===== config.mk =====
export PLATFORM = sky130hd
export DESIGN_NAME = immGen
export DESIGN_NICKNAME = d
export VERILOG_FILES = /design/src/rv_pkg.sv /design/src/immGen.sv
export VERILOG_INCLUDE_DIRS = /design/src
export SDC_FILE = /design/constraint.sdc
export NUM_CORES = 1
export LEC_CHECK = 0
export BUFFER_PORTS_ARGS = -buffer_cell sky130_fd_sc_hd__clkbuf_2
export CORE_MARGIN = 10
export CORE_UTILIZATION = 38
export DETAILED_ROUTE_END_ITERATION = 6
export MAX_ROUTING_LAYER = met4
export PLACE_DENSITY = 0.91
export RECOVER_POWER = 100
export SYNTH_ARGS = -nofsm -noshare
export SYNTH_HDL_FRONTEND = slang
export SYNTH_SLANG_ARGS = --single-unit

===== constraint.sdc =====
create_clock -name vclk -period 7.8
set_input_delay 1.95 -clock vclk [all_inputs]
set_output_delay 1.95 -clock vclk [all_outputs]
set_load 0.02 [all_outputs]

===== src/rv_consts.svh =====
`ifndef RV_CONSTS_SVH
`define RV_CONSTS_SVH
`default_nettype none

`define XLEN        64
`define REG_COUNT   32
`define RESET_PC    64'h0000_0000_8000_0000

// major opcodes
`define OPC_OP      7'b0110011
`define OPC_OP_IMM  7'b0010011
`define OPC_LUI     7'b0110111
`define OPC_AUIPC   7'b0010111
`define OPC_JAL     7'b1101111
`define OPC_JALR    7'b1100111
`define OPC_LOAD    7'b0000011
`define OPC_STORE   7'b0100011
`define OPC_SYSTEM  7'b1110011

`define F3_B        3'b000
`define F3_H        3'b001
`define F3_W        3'b010
`define F3_D        3'b011
`define F3_BU       3'b100
`define F3_HU       3'b101
`define F3_WU       3'b110

`define F3_ADD      3'b000      // add/sub
`define F3_SL       3'b001      // shift left
`define F3_SR       3'b101      // shift right, logic or arith
`define F7_ALT      7'b0100000  // sub / sra
`define INST_EBREAK 32'h0010_0073

`default_nettype wire
`endif


===== src/rv_pkg.sv =====
`include "rv_consts.svh"
`default_nettype none

package rv_pkg;

    typedef enum logic [3:0] {
        ADD, SUB, AND, OR, XOR,
        SLL, SRL, SRA,
        SLT, SLTU,
        PASS_B              // lui
    } aluOp_e;

    typedef enum logic [6:0] {
        OP     = `OPC_OP,
        OP_IMM = `OPC_OP_IMM,
        LUI    = `OPC_LUI,
        AUIPC  = `OPC_AUIPC,
        JAL    = `OPC_JAL,
        JALR   = `OPC_JALR,
        LOAD   = `OPC_LOAD,
        STORE  = `OPC_STORE,
        SYSTEM = `OPC_SYSTEM
    } opcode_e;

    typedef enum logic [1:0] {
        ALU, MEM, PC4
    } wbSel_e;

    typedef struct packed {
        aluOp_e     aluOp;
        logic       selA;           // 1: pc
        logic       selB;           // 1: imm
        logic       writeRd;
        wbSel_e     wbSel;
        logic       memRead;
        logic       memWrite;
        logic [1:0] memSize;        // log2 of bytes
        logic       memUnsigned;
        logic       jump;
        logic       jumpReg;        // jalr target from alu
        logic       isEbreak;
    } ctrl_t;

    typedef struct packed {
        logic [`XLEN-1:0] addr;     // 8-byte aligned
        logic [`XLEN-1:0] wdata;
        logic [7:0]       wstrb;
        logic             read;
        logic             write;
    } dataReq_t;

endpackage

`default_nettype wire


===== src/immGen.sv =====
`include "rv_consts.svh"
`default_nettype none

module immGen import rv_pkg::*;
(
    input  logic [31:0]      inst,
    output logic [`XLEN-1:0] imm
);

    opcode_e opcode;

    assign opcode = opcode_e'(inst[6:0]);

    always_comb
    begin
        case (opcode)
            OP_IMM, JALR, LOAD, SYSTEM:
            begin
                imm = {{(`XLEN-12){inst[31]}}, inst[31:20]};
            end
            STORE:
            begin
                imm = {{(`XLEN-12){inst[31]}}, inst[31:25], inst[11:7]};
            end
            LUI, AUIPC:
            begin
                imm = {{(`XLEN-32){inst[31]}}, inst[31:12], 12'b0};
            end
            JAL:
            begin
                imm = {{(`XLEN-20){inst[31]}}, inst[19:12], inst[20], inst[30:21], 1'b0};
            end
            default:
            begin
                imm = '0;   // r-type has no immediate
            end
        endcase
    end

endmodule

`default_nettype wire


## Word-level counts from Yosys, hierarchy flattened

Index checks and enable logic that the tools add are counted.

| word-level totals | value |
|---|---|
| register bits | 0 |
| input bits | 32 |
| word-level logic and storage cells | 11 |

| operators by class | value |
|---|---|
| eq/ne operators | 8 |
| muxes and demuxes | 1 |
| reductions and logical operators | 2 |

Operators by type and width:

| cell | number |
|---|---|
| 64-bit one-hot mux with 4 select lines | 1 |
| 7-bit equality test (second input constant) | 3 |
| 7-bit by 5-bit equality test with 1-bit output (second input constant) | 2 |
| 7-bit by 6-bit equality test with 1-bit output (second input constant) | 2 |
| 7-bit by 2-bit equality test with 1-bit output (second input constant) | 1 |
| 4-bit OR reduction | 1 |
| 2-bit OR reduction | 1 |

## Logic depth before layout (Yosys ltp)

| logic depth | value |
|---|---|
| depth after elaboration | 3 |
| depth in mapped cells | 7 |
| mapped depth without buffers | 4 |

## Worst setup path after synthesis

OpenSTA, ideal clock, no wires.

| path | value |
|---|---|
| path kind | input-to-output |
| from | input port inst[5] |
| to | output port imm[32] |
| data arrival time | 3,731 ps |
| required time | 5,850 ps |
| path slack | 2,119 ps |
| stages | 7 |
| path buffers | 3 |
| cell sequence | buf_6 > or2_0 > a21oi_1 > o211a_1 > buf_2 > a21o_1 > buf_4 |

| between the ends | value |
|---|---|
| longest elaborated chain between the ends | 3 |

Ends and longest elaborated chain:

| element | RTL line | source |
|---|---|---|
| start: declaration | immGen.sv:6 | `input logic [31:0] inst,` |
| 7-bit by 5-bit equality test with 1-bit output, or another cell as far along | immGen.sv:16 | `case (opcode)` |
| 4-bit OR reduction or 2-bit OR reduction (tied branches) | immGen.sv:16 |  |
| 64-bit one-hot mux with 4 select lines (*) | immGen.sv:16 |  |
| end: declaration | immGen.sv:7 | `` output logic [`XLEN-1:0] imm `` |

Mark *: on every way between the ends. The rest lies on a longest branch, timed or not.

## Worst setup path in the final report

| path | value |
|---|---|
| from | input port inst[6] |
| to | output port imm[43] |

The elaborated chain is that of the path after synthesis.

==> impl_metrics.toml <==
[place]
place_inst = 205
hpwl_microns = 2621
io_buffers = 96
place_ws_ps = 1952
routabilityCongestion = 0.8578

[clocking]
post_cts_buffers = 0
cts_resized = 0
hold_buffers = 0

[global_routing]
antenna_found_initial = 0
gr-usage-all-layers_pct = 11.81
grt_pass1_wl_microns = 4381
grt_max_degree = 34
overflow = 0
grt_pass1_vias = 912

[route]
routed_wl_microns = 3083
drtIter0Drc = 93
ant_nets = 0
drt_pass1_iterations = 6
drc = 0
viasPerCell = 5.078
wl_per_cell_microns = 15.04
vias = 1041

[setup_path]
criticalPathCategory = "in2out"
startpoint_type = "primary input"
critPathMaxFanout = 33
end_kind = "primary output"
critPathArrivalTime_ps = 3940
worst_ep_required_time_ps = 5850

[timing]
tightest_slew_ps = 1020
finalWorstSetupSlack_ps = 1909
fmax_ghz = 0.1698
fin_tns_setup_ps = 0
finalHoldViolCount = 0
period_minus_slack_ps = 5891
fin_crit_sh_pct = 75.52
slew_headroom_pct = 31.46
rsz0062_at_grt = "false"
final_max_slew_viol_count = 0
setup_viol = 0

[power_and_ir_drop]
peakVddDrop_uv = 26.38
power_density_nw_per_um2 = 43.08
p_leak_nw = 0.5146

[layout]
syn_to_final_growth_pct = 16.22
clock_buffer_count = 0
seq_area_sq_um = 0
final_core_util_pct = 47.03
final_nets = 212
seq_cells = 0
drive_above_1_share_pct = 21.35
finalNonFillerCells = 205
diodes = 0

[min_path]
hp-start = "inst[13]"
min_path_cells = 3
hp-class = "in2out"
whs_endpoint = "imm[13]"

[run]
maxCapViolCount = 0

[floorplanning]
rows = 16
dieHeight_microns = 65.94
io_pins = 96
initial_core_util_pct = 40.47
die-width_microns = 65.94
die-area_sq_um = 4348
coreArea_sq_um = 1982

[synth]
yosys.area.top_type = "buf_4"
netlist_area_sq_um = 802.0
ys_seq_area_share_pct = 0
synth_area_leaders = "buf_4 (32%), a21oi_1 (11%), a21o_1 (8.4%), nand2_1 (6.1%), nor3b_1 (5.6%)"
syn_nets = 155
syn_inst = 123
synth_cell_type_count = 32
synth_top_area_share_pct = 31.83
ys_warn_count = 0
syn_avg_cell_area_sq_um = 6.520
yosysMostFrequentCell = "buf_4"
synth_commonest_cells = "buf_4 (34), a21oi_1 (17), nand2_1 (13)"

[outcome]
status = "finished clean"
[final cells by class]
class              instances  area [sq um]
well taps                 27         33.78
repair buffers            97         409.1
fillers                  253          1050
multi-input cells         78         478.0
inverters                  3         11.26
[critical path, stage by stage]
cell	delay [ps]
clkbuf_1	360
nand3_1	130
a21oi_1	260
o211a_1	350
a21o_1	580
clkbuf_1	310
[metrics by stage]
stage	cell area, sq um	total power [mW]	hold slack [ps]
after floorplan	802.0	0.03050	4065
after global placement	1017	0.04155	4226
after detailed placement	1017	0.04207	4232
after CTS	1017	0.04225	4233
after global routing	932.1	0.04377	4263
final	932.1	0.04016	4241
[cell families after synthesis]
logic type	Yosys count	share of synthesized area, %
AOI/OAI and AO/OA	37	30.27
buffers and inverters	45	39.62
and+or+nand+nor	41	30.11
[per-layer routing]
| layer | up-vias | part of all wire [%] | GRT usage [%] |
|---|---|---|---|
| met5 | - | 0 | - |
| met1 | 462 | 43 | 14.77 |
| li1 | 510 | - | - |
| met2 | 69 | 46 | 18.96 |
| met4 | 0 | 0 | 0 |
| met3 | 0 | 11 | 4.068 |
[worst max path at each step]
stage | end | cells past startpoint | slack [ps] | from
floorplan | imm[32] | 7 | 2120 | inst[5]
global placement | imm[39] | 6 | 2020 | inst[6]
detailed placement | imm[39] | 6 | 1950 | inst[6]
CTS | imm[39] | 6 | 1950 | inst[6]
global route | imm[21] | 6 | 1640 | inst[6]
finish | imm[43] | 6 | 1910 | inst[6]
[where the power goes]
group          switching [mW]  internal (mW)
clock network               0              0
registers                   0              0
logic                  0.0261         0.0140
total                  0.0261         0.0140
[cell usage in the layout (no fill, tap or decap)]
master    count
or3_1         1
a21oi_2       1
nor4b_1       2
a21o_1        9
a211o_1       1
nor3b_1       6
o211ai_1      1
o211a_1       1
nand2_1      13
nor4_2        1
nand3_1       2
a21boi_1      1
o32a_1        1
a21oi_1      17
o31ai_1       1
nand3_2       1
nor3_1        1
clkbuf_1     63
nor2_1        7
buf_4         1
inv_1         3
clkbuf_2     33
and4b_1       1
and3_1        1
a22oi_1       4
nor4bb_1      1
nor4_1        1
or2_0         1
nand4b_1      1
or2_2         1
Note: power is estimated with default switching activity, not from simulation.
