==> config.mk <==
export PLATFORM = sky130hd
export DESIGN_NAME = loadStoreUnit
export DESIGN_NICKNAME = d
export VERILOG_FILES = /design/src/rv_pkg.sv /design/src/loadStoreUnit.sv
export VERILOG_INCLUDE_DIRS = /design/src
export SDC_FILE = /design/constraint.sdc
export NUM_CORES = 1
export LEC_CHECK = 0
export BUFFER_PORTS_ARGS = -buffer_cell sky130_fd_sc_hd__buf_4
export CAP_MARGIN = 20
export CORE_AREA = 3 3 157 159
export DETAILED_ROUTE_END_ITERATION = 16
export DIE_AREA = 0 0 160 162
export PLACE_DENSITY = 0.57
export SYNTH_ARGS = -nofsm -noshare
export SYNTH_HDL_FRONTEND = slang
export SYNTH_SLANG_ARGS = --single-unit
==> constraint.sdc <==
create_clock -name vclk -period 7.4
set_clock_uncertainty 0.2 [all_clocks]
set_input_delay 1.48 -clock vclk [all_inputs]
set_output_delay 1.48 -clock vclk [all_outputs]
set_load 0.02 [all_outputs]
==> src/rv_consts.svh <==
`ifndef RV_CONSTS_SVH
`define RV_CONSTS_SVH
`default_nettype none

`define XLEN        64
`define REG_COUNT   32
`define RESET_PC    64'h0000_0000_8000_0000

// major opcodes
`define OPC_OP      7'b0110011
`define OPC_OP_IMM  7'b0010011
`define OPC_LUI     7'b0110111
`define OPC_AUIPC   7'b0010111
`define OPC_JAL     7'b1101111
`define OPC_JALR    7'b1100111
`define OPC_LOAD    7'b0000011
`define OPC_STORE   7'b0100011
`define OPC_SYSTEM  7'b1110011

`define F3_B        3'b000
`define F3_H        3'b001
`define F3_W        3'b010
`define F3_D        3'b011
`define F3_BU       3'b100
`define F3_HU       3'b101
`define F3_WU       3'b110

`define F3_ADD      3'b000      // add/sub
`define F3_SL       3'b001      // shift left
`define F3_SR       3'b101      // shift right, logic or arith
`define F7_ALT      7'b0100000  // sub / sra
`define INST_EBREAK 32'h0010_0073

`default_nettype wire
`endif

==> src/rv_pkg.sv <==
`include "rv_consts.svh"
`default_nettype none

package rv_pkg;

    typedef enum logic [3:0] {
        ADD, SUB, AND, OR, XOR,
        SLL, SRL, SRA,
        SLT, SLTU,
        PASS_B              // lui
    } aluOp_e;

    typedef enum logic [6:0] {
        OP     = `OPC_OP,
        OP_IMM = `OPC_OP_IMM,
        LUI    = `OPC_LUI,
        AUIPC  = `OPC_AUIPC,
        JAL    = `OPC_JAL,
        JALR   = `OPC_JALR,
        LOAD   = `OPC_LOAD,
        STORE  = `OPC_STORE,
        SYSTEM = `OPC_SYSTEM
    } opcode_e;

    typedef enum logic [1:0] {
        ALU, MEM, PC4
    } wbSel_e;

    typedef struct packed {
        aluOp_e     aluOp;
        logic       selA;           // 1: pc
        logic       selB;           // 1: imm
        logic       writeRd;
        wbSel_e     wbSel;
        logic       memRead;
        logic       memWrite;
        logic [1:0] memSize;        // log2 of bytes
        logic       memUnsigned;
        logic       jump;
        logic       jumpReg;        // jalr target from alu
        logic       isEbreak;
    } ctrl_t;

    typedef struct packed {
        logic [`XLEN-1:0] addr;     // 8-byte aligned
        logic [`XLEN-1:0] wdata;
        logic [7:0]       wstrb;
        logic             read;
        logic             write;
    } dataReq_t;

endpackage

`default_nettype wire

==> src/loadStoreUnit.sv <==
`include "rv_consts.svh"
`default_nettype none

module loadStoreUnit import rv_pkg::*;
(
    input  ctrl_t            ctrl,
    input  logic [`XLEN-1:0] addr,
    input  logic [`XLEN-1:0] storeData,
    input  logic [`XLEN-1:0] dataRdata,
    output dataReq_t         dataReq,
    output logic [`XLEN-1:0] loadData
);

    logic [2:0]       offset;
    logic [7:0]       sizeMask;
    logic [`XLEN-1:0] shifted;

    assign offset  = addr[2:0];
    assign shifted = dataRdata >> {offset, 3'b000};  // move lane down to byte 0

    always_comb
    begin
        case (ctrl.memSize)
            2'd0:    sizeMask = 8'h01;
            2'd1:    sizeMask = 8'h03;
            2'd2:    sizeMask = 8'h0f;
            default: sizeMask = 8'hff;
        endcase
    end

    always_comb
    begin
        dataReq.addr  = {addr[`XLEN-1:3], 3'b000};
        dataReq.wdata = storeData << {offset, 3'b000};
        dataReq.wstrb = ctrl.memWrite ? sizeMask << offset : 8'h00;
        dataReq.read  = ctrl.memRead;
        dataReq.write = ctrl.memWrite;
    end

    // extend from the access width
    always_comb
    begin
        case (ctrl.memSize)
            2'd0:
            begin
                loadData = {{(`XLEN-8){~ctrl.memUnsigned & shifted[7]}}, shifted[7:0]};
            end
            2'd1:
            begin
                loadData = {{(`XLEN-16){~ctrl.memUnsigned & shifted[15]}}, shifted[15:0]};
            end
            2'd2:
            begin
                loadData = {{(`XLEN-32){~ctrl.memUnsigned & shifted[31]}}, shifted[31:0]};
            end
            default:
            begin
                loadData = shifted;
            end
        endcase
    end

endmodule

`default_nettype wire

# Word level (Yosys, flattened, before mapping)
# Cells that the tools add are included.
[word_totals] regBits=0 input_bits=209 out_inout_bits=202 elab_cells=13
[classes] eq_ne=2 shift=3 muxes=3 bitwise_logic=4 n_reduce_logical=1
[ops] operator="$pmux W64 S3" count=1
[ops] operator="$shl A64 B6 Y64" count=1
[ops] operator="$shr A64 B6 Y64" count=1
[ops] operator="$pmux W8 S3" count=1
[ops] operator="$mux W8" count=1
[ops] operator="$shl A8 B3 Y8" count=1
[ops] operator="$and A1 B1 Y1" count=3
[ops] operator="$eq A2 B1 Y1 const B" count=1
[ops] operator="$eq A2 B2 Y1 const B" count=1
[ops] operator="$logic_not A2 Y1" count=1
[ops] operator="$not A1 Y1" count=1

# Depth between registers and ports, before layout
[logic_depth] ltp_word=4 mapped_depth=9 ltp_nobuf=4

# Least setup slack after synthesis
# OpenSTA, ideal clock, no wires.
[synth_path] kind="input to output" startpoint="input port addr[0]" endpoint="output port dataReq[9] (netlist bit)" t_arrival_ps=3121 t_required_ps=5720 slack_ps=2599 path_stages=8 path_buffers=5 path_cell_list="buf_4 -> buf_4 -> buf_4 -> buf_6 -> buf_2 -> o21a_1 -> nor2_1 -> nor3b_1"
[synth_lines] element="start, declared" line="loadStoreUnit.sv:7" rtl="input logic [`XLEN-1:0] addr,"
[synth_lines] element="end, declared" line="loadStoreUnit.sv:10" rtl="output dataReq_t dataReq,"

# Worst setup path after layout
[layout_path] startpoint="input port addr[0]" endpoint="output port loadData[59]"
[layout_via] elab_chain_cells=3 elab_cells_between_ends=5 cone_classes="shift (1); mux (1); bitwise (3)"
[layout_rtl] element="$shr A64 B6 Y64 (*)" line="loadStoreUnit.sv:19" rtl="assign shifted = dataRdata >> {offset, 3'b000};"
[layout_rtl] element="$and A1 B1 Y1, on equally long branches" line="loadStoreUnit.sv:54, loadStoreUnit.sv:46, loadStoreUnit.sv:50"
[layout_rtl] element="$pmux W64 S3 (*)" line="loadStoreUnit.sv:43" rtl="case (ctrl.memSize)"
[layout_rtl] element="end, declared" line="loadStoreUnit.sv:11" rtl="output logic [`XLEN-1:0] loadData"
# Every way passes the cells marked *; elsewhere a longest branch is shown, timed or not.

==> impl_metrics.toml <==
[logic_synthesis]
synth-simple-area-share = 0.226
synth_top_family_by_area = "multiplexers"
synthTopCellsByArea = "mux2i_1 (20%), mux4_2 (14%), buf_4 (12%), nand2_1 (6.1%), nor2_1 (4.4%)"
ys_types = 42
synth_common_cells = "mux2i_1 (94), buf_4 (75), nand2_1 (75)"
avgSynthCellArea_um2 = 7.23
yosysSeqAreaShare = 0
synthMostInstantiatedCell = "mux2i_1"
netlist.area_leader.share = 0.204
syn_area_mm2 = 0.00462
syn_inst = 639
yosys_warnings = 0
synthAdderAreaFrac = 0
yosys.area.top_type = "mux2i_1"
synthXorXnorAreaFrac = 0
synth_compound_area_frac = 0.196
synth_mux_area_frac = 0.384

[placement]
dp_slack_ns = 1.74
gp_congestion = 0.840
dp_hpwl_um = 17000
numPortBuffers = 272

[pwr]
p_leak_uw = 0.00311
comb_power_share = 1.000
pwr-share-clk = 0
sw_frac_of_total = 0.556
power_density_mw_per_mm2 = 85.3
internal-power_uw = 238
ir_drop_mv = 0.0325
seqPwrFrac = 0
p_sw_uw = 298

[drt]
ant_nets = 0
drc = 0
drt_wl_total_um = 22500
viasPerCell = 5.06
route.vias.total = 5580
wire_per_inst_um = 20.4
drtPass1Iterations = 4
drt_iter0_markers = 389

[timing]
hold_slack_ns = 2.76
hold_viol = 0
relSlewSlack = 0.171
final_max_slew_viol_count = 0
setup_tns_ns = 0
tightestPinTransition_ns = 1.24
fin_crit_ns = 5.63
rsz0062_at_grt = "false"
max_freq_mhz = 178
setup_ws_ns = 1.77
post-route-period-util = 0.761
setup-violations-final = 0

[die]
die_width_um = 160
io_pins = 411
dieHeight_um = 162
core_mm2 = 0.0234
start_util = 0.197
die_area_mm2 = 0.0259
placementRows = 56

[layout]
multi_input_area_mm2 = 0.00374
seq_area_um2 = 0
post-route-util = 0.268
final_nets = 994
fillers = 2661
antenna_cells = 0
area_growth_pct = 35.9
drive_gt1_frac = 0.433
nClkBuffers = 0
design.seq.count = 0

[min_path]
hp-start = "addr[37]"
hold_end = "dataReq[111]"
hold_depth = 0
min_path_type = "in -> out"

[global_route]
grt_pass1_vias = 5614
track_usage = 0.160
grt_first_pass_wirelength_um = 33600
grt-ovfl-total = 0
antenna_found_initial = 3
grt_max_degree = 59

[critical_path]
critPathKind = "in -> out"
cp_max_fo = 58
cpPeakStageDelay_ns = 0.71
critPathMostFrequentCell = "buf_4"
crit_slowest_cell = "buf_4"
startpoint_type = "input port"
arrival_ns = 3.95
path_cells = "buf_6 > buf_4 > mux2i_1 > nand2_1 > nand4_1 > buf_4 > nand4_1 > buf_4"
crit_path_end_kind = "output port"
crit_required_ns = 5.72

[run]
maxCapViolCount = 0

[clocking]
hold_buffers = 0
cts_setup_buffers = 0
post_cts_resized = 0

[status]
status = "finished clean"
## logic make-up after synthesis
logic type,count (synthesis)
AOI/OAI and AO/OA,140
and+or+nand+nor,215
muxes,139
buffers and inverters,144
other,1
## cell type report
type,count,area share
multi-input cells,497,0.595
well taps,319,0.0635
repair buffers,284,0.340
inverters,2,0.00120
## cells in the final DEF (no fill, tap or decap), types with 2 or more instances in the layout
master     instances
a211o_1            6
a211oi_1           6
a21o_1             9
a21oi_1           20
a221oi_1           2
a22o_1             2
a31oi_1            8
and2_1             3
and3_1             8
buf_4            283
conb_1             3
mux2_2            16
mux2i_1           94
mux4_2            29
nand2_1           75
nand2b_1           4
nand3_1           11
nand3_2            6
nand4_1           25
nor2_1            54
nor2b_1           19
nor3b_1            4
o2111ai_1          8
o211ai_1           2
o21a_1             2
o21ai_0           37
o21ai_1            6
o22ai_1           16
o2bb2ai_1         14
or2_2              2
## stage by stage
step           cell area [µm²]  instances  total power (µW)
2_1_floorplan             4630        641               358
3_3_place_gp              6280       1102               538
3_5_place_dp              6280       1102               539
4_1_cts                   6280       1102               541
5_1_grt                   6280       1102               576
6_report                  6280       1102               536
## critical path, delay by kind of cell
kind,cells,cell delay (ns)
buffers and inverters,4,1.73
and+or+nand+nor,3,0.40
muxes,1,0.28
## how the worst max path moves through the flow
stage	startpoint	depth (start not counted)	slack, ns	end
4_1_cts	addr[0]	8	1.72	loadData[55]
3_3_place_gp	addr[0]	8	1.74	loadData[59]
3_5_place_dp	addr[0]	8	1.74	loadData[55]
5_1_grt	addr[0]	8	1.53	loadData[59]
6_report	addr[0]	8	1.77	loadData[59]
2_1_floorplan	addr[0]	8	2.60	dataReq[9]
## power by group through the flow
stage               Sequential, µW  Combinational [µW]  Clock [µW]
global placement                 0                 538           0
floorplan                        0                 358           0
detailed placement               0                 539           0
finish                           0                 536           0
CTS                              0                 541           0
global route                     0                 576           0
## per-layer routing
layer  global-route usage  routed length (µm)  part of all wire  up-vias
li1                     -                   -                 -     2579
met1                0.185                8620              0.38     2641
met2                0.294               11100              0.50      294
met3               0.0362                1830             0.081       60
met4               0.0521                 854             0.038        6
met5                    0                  47            0.0021        -
Note: power is estimated with default switching activity, not from simulation.
