==> config.mk <==
export PLATFORM = sky130hd
export DESIGN_NAME = rvDecoder
export DESIGN_NICKNAME = d
export VERILOG_FILES = /design/src/rv_pkg.sv /design/src/rvDecoder.sv
export VERILOG_INCLUDE_DIRS = /design/src
export SDC_FILE = /design/constraint.sdc
export NUM_CORES = 1
export LEC_CHECK = 0
export BUFFER_PORTS_ARGS = -buffer_cell sky130_fd_sc_hd__buf_2
export CAP_MARGIN = 20
export CORE_MARGIN = 3
export CORE_UTILIZATION = 39
export DETAILED_ROUTE_END_ITERATION = 7
export GPL_TIMING_DRIVEN = 0
export PLACE_DENSITY = 0.85
export SETUP_SLACK_MARGIN = 0.3
export SYNTH_ARGS = -nofsm -noshare
export SYNTH_HDL_FRONTEND = slang
export SYNTH_SLANG_ARGS = --single-unit
==> constraint.sdc <==
create_clock -name vclk -period 1.9
set_clock_uncertainty 0.15 [all_clocks]
set_input_delay 0.285 -clock vclk [all_inputs]
set_output_delay 0.285 -clock vclk [all_outputs]
set_load 0.05 [all_outputs]
==> src/rv_consts.svh <==
`ifndef RV_CONSTS_SVH
`define RV_CONSTS_SVH
`default_nettype none

`define XLEN        64
`define REG_COUNT   32
`define RESET_PC    64'h0000_0000_8000_0000

// major opcodes
`define OPC_OP      7'b0110011
`define OPC_OP_IMM  7'b0010011
`define OPC_LUI     7'b0110111
`define OPC_AUIPC   7'b0010111
`define OPC_JAL     7'b1101111
`define OPC_JALR    7'b1100111
`define OPC_LOAD    7'b0000011
`define OPC_STORE   7'b0100011
`define OPC_SYSTEM  7'b1110011

`define F3_B        3'b000
`define F3_H        3'b001
`define F3_W        3'b010
`define F3_D        3'b011
`define F3_BU       3'b100
`define F3_HU       3'b101
`define F3_WU       3'b110

`define F3_ADD      3'b000      // add/sub
`define F3_SL       3'b001      // shift left
`define F3_SR       3'b101      // shift right, logic or arith
`define F7_ALT      7'b0100000  // sub / sra
`define INST_EBREAK 32'h0010_0073

`default_nettype wire
`endif

==> src/rv_pkg.sv <==
`include "rv_consts.svh"
`default_nettype none

package rv_pkg;

    typedef enum logic [3:0] {
        ADD, SUB, AND, OR, XOR,
        SLL, SRL, SRA,
        SLT, SLTU,
        PASS_B              // lui
    } aluOp_e;

    typedef enum logic [6:0] {
        OP     = `OPC_OP,
        OP_IMM = `OPC_OP_IMM,
        LUI    = `OPC_LUI,
        AUIPC  = `OPC_AUIPC,
        JAL    = `OPC_JAL,
        JALR   = `OPC_JALR,
        LOAD   = `OPC_LOAD,
        STORE  = `OPC_STORE,
        SYSTEM = `OPC_SYSTEM
    } opcode_e;

    typedef enum logic [1:0] {
        ALU, MEM, PC4
    } wbSel_e;

    typedef struct packed {
        aluOp_e     aluOp;
        logic       selA;           // 1: pc
        logic       selB;           // 1: imm
        logic       writeRd;
        wbSel_e     wbSel;
        logic       memRead;
        logic       memWrite;
        logic [1:0] memSize;        // log2 of bytes
        logic       memUnsigned;
        logic       jump;
        logic       jumpReg;        // jalr target from alu
        logic       isEbreak;
    } ctrl_t;

    typedef struct packed {
        logic [`XLEN-1:0] addr;     // 8-byte aligned
        logic [`XLEN-1:0] wdata;
        logic [7:0]       wstrb;
        logic             read;
        logic             write;
    } dataReq_t;

endpackage

`default_nettype wire

==> src/rvDecoder.sv <==
`include "rv_consts.svh"
`default_nettype none

module rvDecoder import rv_pkg::*;
(
    input  logic [31:0] inst,
    output ctrl_t       ctrl
);

    opcode_e    opcode;
    logic [2:0] funct3;
    logic [6:0] funct7;
    logic [5:0] funct6;
    logic       opValid;
    logic       immValid;

    assign opcode = opcode_e'(inst[6:0]);
    assign funct3 = inst[14:12];
    assign funct7 = inst[31:25];
    assign funct6 = inst[31:26];    // rv64 shamt is 6 bits

    // funct7 only allowed to be alt on add/sub and srl/sra
    assign opValid = (funct7 == 7'b0) ||
                     (funct7 == `F7_ALT && (funct3 == `F3_ADD || funct3 == `F3_SR));

    always_comb
    begin
        case (funct3)
            `F3_SL:  immValid = (funct6 == 6'b0);
            `F3_SR:  immValid = (funct6 == 6'b0) || (funct6 == `F7_ALT >> 1);
            default: immValid = 1'b1;
        endcase
    end

    function automatic aluOp_e aluFromF3(input logic [2:0] f3, input logic alt);
        aluOp_e op;
        case (f3)
            3'b000:  op = alt ? SUB : ADD;
            3'b001:  op = SLL;
            3'b010:  op = SLT;
            3'b011:  op = SLTU;
            3'b100:  op = XOR;
            3'b101:  op = alt ? SRA : SRL;
            3'b110:  op = OR;
            default: op = AND;
        endcase
        return op;
    endfunction

    always_comb
    begin
        ctrl       = '0;            // nop unless decoded below
        ctrl.aluOp = ADD;
        ctrl.wbSel = ALU;
        case (opcode)
            OP:
            begin
                if (opValid)
                begin
                    ctrl.aluOp   = aluFromF3(funct3, inst[30]);
                    ctrl.writeRd = 1'b1;
                end
            end
            OP_IMM:
            begin
                if (immValid)
                begin
                    ctrl.aluOp   = aluFromF3(funct3, funct3 == `F3_SR && inst[30]);
                    ctrl.selB    = 1'b1;
                    ctrl.writeRd = 1'b1;
                end
            end
            LUI:
            begin
                ctrl.aluOp   = PASS_B;
                ctrl.selB    = 1'b1;
                ctrl.writeRd = 1'b1;
            end
            AUIPC:
            begin
                ctrl.selA    = 1'b1;
                ctrl.selB    = 1'b1;
                ctrl.writeRd = 1'b1;
            end
            JAL:
            begin
                ctrl.writeRd = 1'b1;
                ctrl.wbSel   = PC4;
                ctrl.jump    = 1'b1;
            end
            JALR:
            begin
                if (funct3 == 3'b000)
                begin
                    ctrl.selB    = 1'b1;
                    ctrl.writeRd = 1'b1;
                    ctrl.wbSel   = PC4;
                    ctrl.jump    = 1'b1;
                    ctrl.jumpReg = 1'b1;
                end
            end
            LOAD:
            begin
                case (funct3)
                    `F3_B, `F3_H, `F3_W, `F3_D, `F3_BU, `F3_HU, `F3_WU:
                    begin
                        ctrl.selB        = 1'b1;
                        ctrl.writeRd     = 1'b1;
                        ctrl.wbSel       = MEM;
                        ctrl.memRead     = 1'b1;
                        ctrl.memSize     = funct3[1:0];
                        ctrl.memUnsigned = funct3[2];
                    end
                    default: ;
                endcase
            end
            STORE:
            begin
                case (funct3)
                    `F3_B, `F3_H, `F3_W, `F3_D:
                    begin
                        ctrl.selB     = 1'b1;   // address is rs1 + imm
                        ctrl.memWrite = 1'b1;
                        ctrl.memSize  = funct3[1:0];
                    end
                    default: ;
                endcase
            end
            SYSTEM:
            begin
                ctrl.isEbreak = (inst == `INST_EBREAK);
            end
            default: ;
        endcase
    end

endmodule

`default_nettype wire

==> flow_summary.ini, run 1 <==
[synth]
synth_most_common_cell = o21ai_0
syn-num-nets = 101
synthesis.yosys.warnings = 0
synth_area_in_simple_gates_pct = 51.3
synth_adder_area_share_pct = 0
seq_area_frac_synth_pct = 0
post-synth-top-area-cell = clkbuf_8
netlist_area_before_placement_um2 = 532
netlist_top_cells_count = o21ai_0, inv_1, nor2_1
synthDistinctLibCells = 37
synth_top_area_share_pct = 7.76
synthTopCellsByArea = clkbuf_8, o21ai_0, a2111oi_2
largest_family_of_logic_cells_by_synthesized_area = simple AND/OR/NAND/NOR gates
syn_avg_cell_area_um2 = 7.71
compound_cell_area_share_of_the_yosys_netlist_pct = 33.6
synthesis.instances = 69
synth.mux.area_fraction_pct = 0
xor_xnor_fraction_of_synth_area_pct = 1.65

[place]
routabilityCongestion = 0.813
place.port_buffers = 48
place_hpwl_um = 1620
worst_setup_slack_post_dpl_ns = -0.593

[floorplan]
floorplan.initialDensity_pct = 44.8
rows = 12
die_width_um = 42.9
top_level_ports = 49
die_y_um = 42.9

[cts]
cts.hold.buffers_added = 0
cts_post_setup_buffers_inserted = 4
resized_gates_after_cts = 49

[outcome]
status = did not finish
first-error = [ERROR DPL-0038] Utilization greater than 100%, impossible to legalize
stop_stage = clock tree synthesis
## stage by stage
step / utilization, % / hold slack (ns) / area (µm²) / instances
detailed placement: 81.8 / 0.795 / 970 / 131
global placement: 81.8 / 0.793 / 970 / 131
floorplan: - / 0.601 / 712 / 69
## logic make-up after synthesis
family          count (synthesis)
buf+inv                         9
xor+xnor                        1
simple gates                   37
compound gates                 22
==> inputs of run 2 (changes only) <==
- CORE_AREA: unset -> 3 3 64 66
- CORE_MARGIN: 3 -> unset
- CORE_UTILIZATION: 39 -> unset
- DIE_AREA: unset -> 0 0 67 69
- PLACE_DENSITY: 0.85 -> unset
- PLACE_DENSITY_LB_ADDON: unset -> 0.15
- SETUP_SLACK_MARGIN: 0.3 -> unset
==> run 2 against run 1 <==
  * The flow now finishes, with violations (negative setup slack)
  * Synthesized area did not move
  * Synthesized cell count unchanged
==> flow_summary.ini, run 2 <==
[global_route]
initial_antenna_violation_count = 0
groute.usage.overall_pct = 10.0
largest_net_degree_at_the_start_of_global_routing = 11
globalRouteOverflowTotal = 0
grt_first_pass_wirelength_um = 3950
first_global_vias = 829

[place]
worst_setup_slack_post_dpl_ns = -0.565
place.port_buffers = 48
routabilityCongestion = 0.728
place_hpwl_um = 1850

[critical_path]
path_cells = buf_6 > nand3b_4 > or4_4 > a311oi_4 > nand4b_1 > buf_6
cp_slowest_stage_delay_ns = 0.61
crit_path_max_fanout = 5
setup.worst_path.start_class = input port
timing.critical_path.required_ns = 1.46
crit_top_cell = buf_6
critical-path-slowest-cell = or4_4
cp-end-kind = primary output
setup.worst_path.class = in2out
cp_data_arrival_time_ns = 1.85

[timing]
final_hold_viol_count = 0
report.final.setup_viol = 13
grt_setup_unrepaired = yes
maxClockFrequency_mhz = 438
setup-tns-final_ns = -3.44
final_max_slew_viol_count = 0
setup_ws_ns = -0.383
layout_min_cycle_time_ns = 2.28
timing.final.crit_share_pct = 120
worst_slew_margin_rel_pct = 71.1
max_slew.worst_pin.slew_ns = 0.431

[synth]
syn-num-nets = 101
netlist_area_before_placement_um2 = 532
synthesis.yosys.warnings = 0
synth_most_common_cell = o21ai_0
netlist_top_cells_count = o21ai_0, inv_1, nor2_1
syn_avg_cell_area_um2 = 7.71
synthDistinctLibCells = 37
seq_area_frac_synth_pct = 0
synthTopCellsByArea = clkbuf_8, o21ai_0, a2111oi_2
synthesis.instances = 69
post-synth-top-area-cell = clkbuf_8
synth_top_area_share_pct = 7.76

[finish]
clock_buffers = 0
n_antenna_cell = 0
numSequentialCells = 0
nFillCells = 394
post_route_cells_drive_above_1_share_pct = 73.0
area_growth_syn_to_layout_pct = 140
footprint_of_the_flip_flops_and_latches_um2 = 0
layout.cells.most_common = buf_2
layout_common_cells = buf_2, buf_6, buf_4
layout.nets = 160

[worst_hold_path]
hp-start = inst[13]
timing.hold.worst.class = in2out
hold-path-endpoint = ctrl[15]
number_of_stages_on_the_worst_hold_path = 3

[pwr]
total_leakage_power_nw = 0.513
p_switching_uw = 90.2
power_frac_comb_pct = 100.0
clock_power_share_pct = 0
power_switching_share_pct = 54.7
vdd.ir_drop.worst_v = 0.0000997
internal-power_uw = 74.5
power_per_cell_area_nw_per_um2 = 129
sequentialPowerShare_pct = 0

[detailed_routing]
drc_errors = 0
postRouteAntennaNets = 0
wirelength_um = 2340
via_per_inst = 4.62
drt_pre_antenna_iters = 4
route.vias.total = 804
wl_per_cell_um = 13.4
first_iter_violations = 11

[floorplan]
rows = 22
top_level_ports = 49
floorplan.initialDensity_pct = 14.6
die_width_um = 67
design.core.area_um2 = 3630
dieArea_um2 = 4620
die_y_um = 69

[outcome]
status = complete, but fails checks
violations = negative setup slack

[job]
max_cap_violations = 0

[cts]
cts.hold.buffers_added = 0
[run 2: cell counts after synthesis]
Identical to the previous run, type by type.
[run 2: metrics by stage]
step / hold WS, ns / utilization [%] / total power [mW] / area (µm²) / cells
2_1_floorplan: 0.601 / - / 0.0809 / 686 / 69
3_3_place_gp: 0.797 / 27.1 / 0.136 / 986 / 165
3_5_place_dp: 0.797 / 27.1 / 0.138 / 986 / 165
4_1_cts: 0.742 / 33.0 / 0.155 / 1200 / 171
5_1_grt: 0.750 / 35.2 / 0.179 / 1280 / 174
6_report: 0.738 / 35.2 / 0.165 / 1280 / 174
[run 2: metal layers]
| metal | vias up | track usage [%] | routed length [µm] |
|---|---|---|---|
| li1 | 392 | - | - |
| met2 | 28 | 17.2 | 1230 |
| met1 | 384 | 14.0 | 961 |
| met3 | 0 | 0.814 | 142 |
| met4 | 0 | 0.450 | 0 |
| met5 | - | 0 | 0 |
[run 2: how the worst max path moves through the flow]
stage                     startpoint        to  cells past startpoint
final                        inst[3]  ctrl[10]                      6
after global routing        inst[27]  ctrl[15]                      7
after CTS                   inst[27]  ctrl[15]                      6
after detailed placement    inst[27]  ctrl[15]                      6
after global placement      inst[27]  ctrl[15]                      6
after floorplan             inst[13]  ctrl[10]                      5
[run 2: kinds of logic after synthesis]
family          count (synthesis)  share of synthesized area (%)
simple gates                   37                           51.3
xor+xnor                        1                           1.65
compound gates                 22                           33.6
buf+inv                         9                           13.4
[run 2: area by class of cell]
class / count / area (µm²) / share of cell area, %
Multi-Input combinational cell: 60 / 683 / 53.5
Timing Repair Buffer: 57 / 452 / 35.4
Buffer: 4 / 63.8 / 5.00
Tap cell: 48 / 60.1 / 4.70
Inverter: 5 / 18.8 / 1.47
[run 2: power groups by stage]
| stage | logic (mW) | clock network (mW) | registers [mW] |
|---|---|---|---|
| 6_report | 0.165 | 0 | 0 |
| 5_1_grt | 0.179 | 0 | 0 |
| 4_1_cts | 0.155 | 0 | 0 |
| 3_5_place_dp | 0.138 | 0 | 0 |
| 3_3_place_gp | 0.136 | 0 | 0 |
| 2_1_floorplan | 0.0809 | 0 | 0 |
[run 2: worst max-delay path, delay by kind of cell]
kind	cells	cell delay (ns)
buffers and inverters	2	0.26
AND/OR/NAND/NOR	3	0.96
AO/OA/AOI/OAI	1	0.34
[run 2: repair_timing]
action                                  4_1_cts  5_1_grt
setup buffers                                 7        3
gates resized for setup                      45       11
cloned                                        0        0
pin swaps                                     7        9
endpoints found under the setup margin       16       15
No activity file was read; power rests on OpenSTA's default activity.
==> inputs of run 3 (changes only) <==
- RECOVER_POWER: unset -> 100
- TNS_END_PERCENT: unset -> 5
==> run 3 against run 2 <==
  * The run still ends with negative setup slack left
  * Global-route usage decreased by 1.0 points
  * Count of clock-buffer cells in the layout is the same
  * Utilization decreased by 4.2 points
  * Combinational power fell by 11%
  * Worst hold slack better by 0.0084 ns
  * Wire length decreased by 6.1%
==> flow_summary.ini, run 3 (synthesized netlist as in run 2, its figures left out) <==
[outcome]
status = complete, but fails checks
violations = negative setup slack

[finish]
layout.cells.most_common = buf_2
numSequentialCells = 0
layout.nets = 155
area_growth_syn_to_layout_pct = 111
layout_common_cells = buf_2, buf_6, inv_1, buf_4
design_area_um2 = 1120
footprint_of_the_flip_flops_and_latches_um2 = 0
post_route_cells_drive_above_1_share_pct = 66.1
nFillCells = 396
n_antenna_cell = 0
clock_buffers = 0

[pwr]
p_switching_uw = 81.0
power_switching_share_pct = 55.0
total_leakage_power_nw = 0.443
vdd.ir_drop.worst_v = 0.0000302
sequentialPowerShare_pct = 0
power_per_cell_area_nw_per_um2 = 131
internal-power_uw = 66.2
clock_power_share_pct = 0
power_frac_comb_pct = 100.0

[critical_path]
timing.critical_path.required_ns = 1.46
setup.worst_path.start_class = input port
cp-end-kind = primary output
cp_data_arrival_time_ns = 1.84
setup.worst_path.class = in2out
crit_path_max_fanout = 3

[global_route]
first_global_vias = 736
initial_antenna_violation_count = 0
grt_first_pass_wirelength_um = 3470
largest_net_degree_at_the_start_of_global_routing = 11
groute.usage.overall_pct = 9.01
globalRouteOverflowTotal = 0

[floorplan]
die_width_um = 67
die_y_um = 69
top_level_ports = 49
rows = 22
floorplan.initialDensity_pct = 14.6
design.core.area_um2 = 3630
dieArea_um2 = 4620

[timing]
maxClockFrequency_mhz = 440
worst_slew_margin_rel_pct = 55.9
final_hold_viol_count = 0
grt_setup_unrepaired = yes
report.final.setup_viol = 13
setup_ws_ns = -0.374
timing.final.crit_share_pct = 120
max_slew.worst_pin.slew_ns = 0.655
layout_min_cycle_time_ns = 2.27
whs_ns = 0.746
final_max_slew_viol_count = 0

[detailed_routing]
via_per_inst = 4.38
route.vias.total = 740
wirelength_um = 2190
drt_pre_antenna_iters = 4
drc_errors = 0
wl_per_cell_um = 13.0
first_iter_violations = 6
postRouteAntennaNets = 0

[place]
routabilityCongestion = 0.711
place.port_buffers = 48
place_hpwl_um = 1820
dpl_cell_area_um2 = 908

[worst_hold_path]
timing.hold.worst.class = in2out

[job]
max_cap_violations = 0
[run 3: per-layer routing]
metal,track usage [%],routed length (µm)
met1,11.2,868
met2,17.5,1240
met3,0.489,88
met4,0,0
met5,0,0
[run 3: timing repair]
action                     in CTS  in global routing
gates resized for setup        38                 12
hold buffers                    0                  0
pin swaps                      11                  7
setup endpoints to repair      16                 16
buffers inserted                3                  1
[run 3: power groups by stage]
stage               clock (mW)  sequential (mW)  combinational [mW]
detailed placement           0                0               0.129
global route                 0                0               0.158
CTS                          0                0               0.143
floorplan                    0                0              0.0737
global placement             0                0               0.129
finish                       0                0               0.147
[run 3: path summary, 6_finish.rpt]
path / cells past startpoint / startpoint / to / slack, ns
setup / recovery: 6 / inst[26] / ctrl[15] / -0.37
hold / removal: 3 / inst[13] / ctrl[15] / 0.75
[run 3: final cells by class]
| type | count | area (µm²) | area share, % |
|---|---|---|---|
| Inverter | 5 | 18.8 | 1.67 |
| Multi-Input combinational cell | 60 | 592 | 52.7 |
| Tap cell | 48 | 60.1 | 5.35 |
| Buffer | 4 | 63.8 | 5.68 |
| Timing Repair Buffer | 52 | 389 | 34.6 |
[run 3: critical path, stage by stage]
cell,delay (ns)
buf_6,0.09
or3_4,0.41
nor4_4,0.19
nand4_1,0.22
a2111oi_4,0.43
buf_6,0.21
[run 3: stage by stage]
| stage | setup slack [ns] | power (mW) | setup TNS, ns | instances | utilization, % |
|---|---|---|---|---|---|
| after global routing | -0.426 | 0.158 | -2.91 | 169 | 30.9 |
| after global placement | -0.551 | 0.129 | -3.31 | 165 | 25.0 |
| final | -0.374 | 0.147 | -2.13 | 169 | 30.9 |
| after floorplan | -0.582 | 0.0737 | -5.25 | 69 | - |
| after detailed placement | -0.569 | 0.129 | -3.37 | 165 | 25.0 |
| after CTS | -0.400 | 0.143 | -2.31 | 168 | 29.5 |
==> inputs of run 4 (changes only) <==
- CELL_PAD_IN_SITES_DETAIL_PLACEMENT: unset -> 0
- CELL_PAD_IN_SITES_GLOBAL_PLACEMENT: unset -> 1
==> run 4 against run 3 <==
  * Utilization down 0.59 points
  * First-iteration DRC count up 100%
  * Worst hold slack worse by 0.0063 ns
  * Critical path depth unchanged
  * Total power down 2.8%
  * Highest routed layer unchanged
  * The flow still finishes with violations (negative setup slack)
  * Critical path type unchanged
  * Critical endpoint unchanged
  * Count of clock-buffer cells in the layout unchanged
==> flow_summary.ini, run 4 (synthesized netlist as in run 2, its figures left out) <==
[critical_path]
crit_top_cell = buf_6
critical-path-slowest-cell = a2111oi_4
setup.worst_path.start_class = input port
timing.critical_path.required_ns = 1.46
cp_slowest_stage_delay_ns = 0.44
setup.worst_path.class = in2out
cp-end-kind = primary output
path_cells = buf_6 > or3_4 > nor4_4 > nand4_1 > a2111oi_4 > buf_6
cp_data_arrival_time_ns = 1.86
worstSetupPathDepth = 6
cp_top_family = simple AND/OR/NAND/NOR gates
path_buf_inv = 2
crit_path_start = inst[27]
crit_path_max_fanout = 3
timing.critical_path.to = ctrl[15]

[global_route]
groute.usage.overall_pct = 8.90
grt_first_pass_wirelength_um = 3420
first_global_vias = 748
largest_net_degree_at_the_start_of_global_routing = 11
globalRouteOverflowTotal = 0
initial_antenna_violation_count = 0

[place]
place.port_buffers = 48
numPlacedInstances = 165
routabilityCongestion = 0.736
place_hpwl_um = 1820

[pwr]
clock_power_share_pct = 0
total_leakage_power_nw = 0.439
power_frac_comb_pct = 100.0
power_per_cell_area_nw_per_um2 = 130
sequentialPowerShare_pct = 0
vdd.ir_drop.worst_v = 0.0000455
internal-power_uw = 65.3
p_switching_uw = 77.7
power_switching_share_pct = 54.3

[timing]
maxClockFrequency_mhz = 435
report.final.setup_viol = 14
final_max_slew_viol_count = 0
layout_min_cycle_time_ns = 2.30
setup_ws_ns = -0.396
max_slew.worst_pin.slew_ns = 0.499
final_hold_viol_count = 0
grt_setup_unrepaired = yes
worst_slew_margin_rel_pct = 66.4
whs_ns = 0.740
timing.final.crit_share_pct = 121

[worst_hold_path]
timing.hold.worst.class = in2out

[cts]
cts.hold.buffers_added = 0

[finish]
numSequentialCells = 0
area_growth_syn_to_layout_pct = 107
layout_common_cells = buf_2, buf_6, inv_1
n_antenna_cell = 0
layout.cells.most_common = buf_2
footprint_of_the_flip_flops_and_latches_um2 = 0
layout.nets = 156
clock_buffers = 0
post_route_cells_drive_above_1_share_pct = 62.3
finish.cell_count_without_fillers = 170

[floorplan]
design.core.area_um2 = 3630
floorplan.initialDensity_pct = 14.6
top_level_ports = 49
rows = 22
die_y_um = 69
dieArea_um2 = 4620
die_width_um = 67

[detailed_routing]
wirelength_um = 2170
via_per_inst = 4.34
drc_errors = 0
drt_pre_antenna_iters = 4
wl_per_cell_um = 12.8
postRouteAntennaNets = 0
route.vias.total = 738
first_iter_violations = 12

[outcome]
status = complete, but fails checks
violations = negative setup slack

[job]
max_cap_violations = 0
-- run 4: area by class of cell --
type	instances	area [µm²]
Fill cell	415	2530
Inverter	5	18.8
Buffer	4	63.8
Timing Repair Buffer	53	400
Tap cell	48	60.1
Multi-Input combinational cell	60	559
-- run 4: what timing repair did --
action / 4_1_cts / 5_1_grt
resized for setup: 37 / 6
setup buffers: 3 / 2
endpoints found under the setup margin: 16 / 16
pin swaps: 10 / 4
-- run 4: how the worst min path moves through the flow --
stage | startpoint | cells past startpoint | slack (ns) | end
after floorplan | inst[29] | 3 | 0.61 | ctrl[0]
after global placement | inst[13] | 3 | 0.80 | ctrl[15]
after global routing | inst[13] | 3 | 0.75 | ctrl[15]
after detailed placement | inst[13] | 3 | 0.80 | ctrl[15]
final | inst[13] | 3 | 0.74 | ctrl[15]
after CTS | inst[13] | 3 | 0.74 | ctrl[15]
-- run 4: tightest hold or removal path: stages --
cell	delay [ns]
clkbuf_16	0.13
a2111oi_4	0.04
buf_6	0.14
-- run 4: per-layer routing --
layer / track usage (%) / wire length [µm] / up-vias
li1: - / - / 382
met1: 12.2 / 925 / 340
met2: 15.7 / 1150 / 16
met3: 0.814 / 91 / 0
met4: 0 / 0 / 0
met5: 0 / 0 / -
-- run 4: power by group through the flow --
stage	clock, mW	sequential, mW	combinational [mW]
finish	0	0	0.143
global route	0	0	0.156
CTS	0	0	0.140
detailed placement	0	0	0.130
global placement	0	0	0.129
floorplan	0	0	0.0737
-- run 4: through the flow --
stage                     area, µm²  setup TNS, ns  utilization, %  power [mW]  setup slack [ns]
after floorplan                 608          -5.25               -      0.0737            -0.582
after global placement          908          -3.37            25.0       0.129            -0.555
after detailed placement        908          -3.38            25.0       0.130            -0.557
after CTS                      1060          -2.33            29.1       0.140            -0.422
after global routing           1100          -3.16            30.3       0.156            -0.509
final                          1100          -2.14            30.3       0.143            -0.396
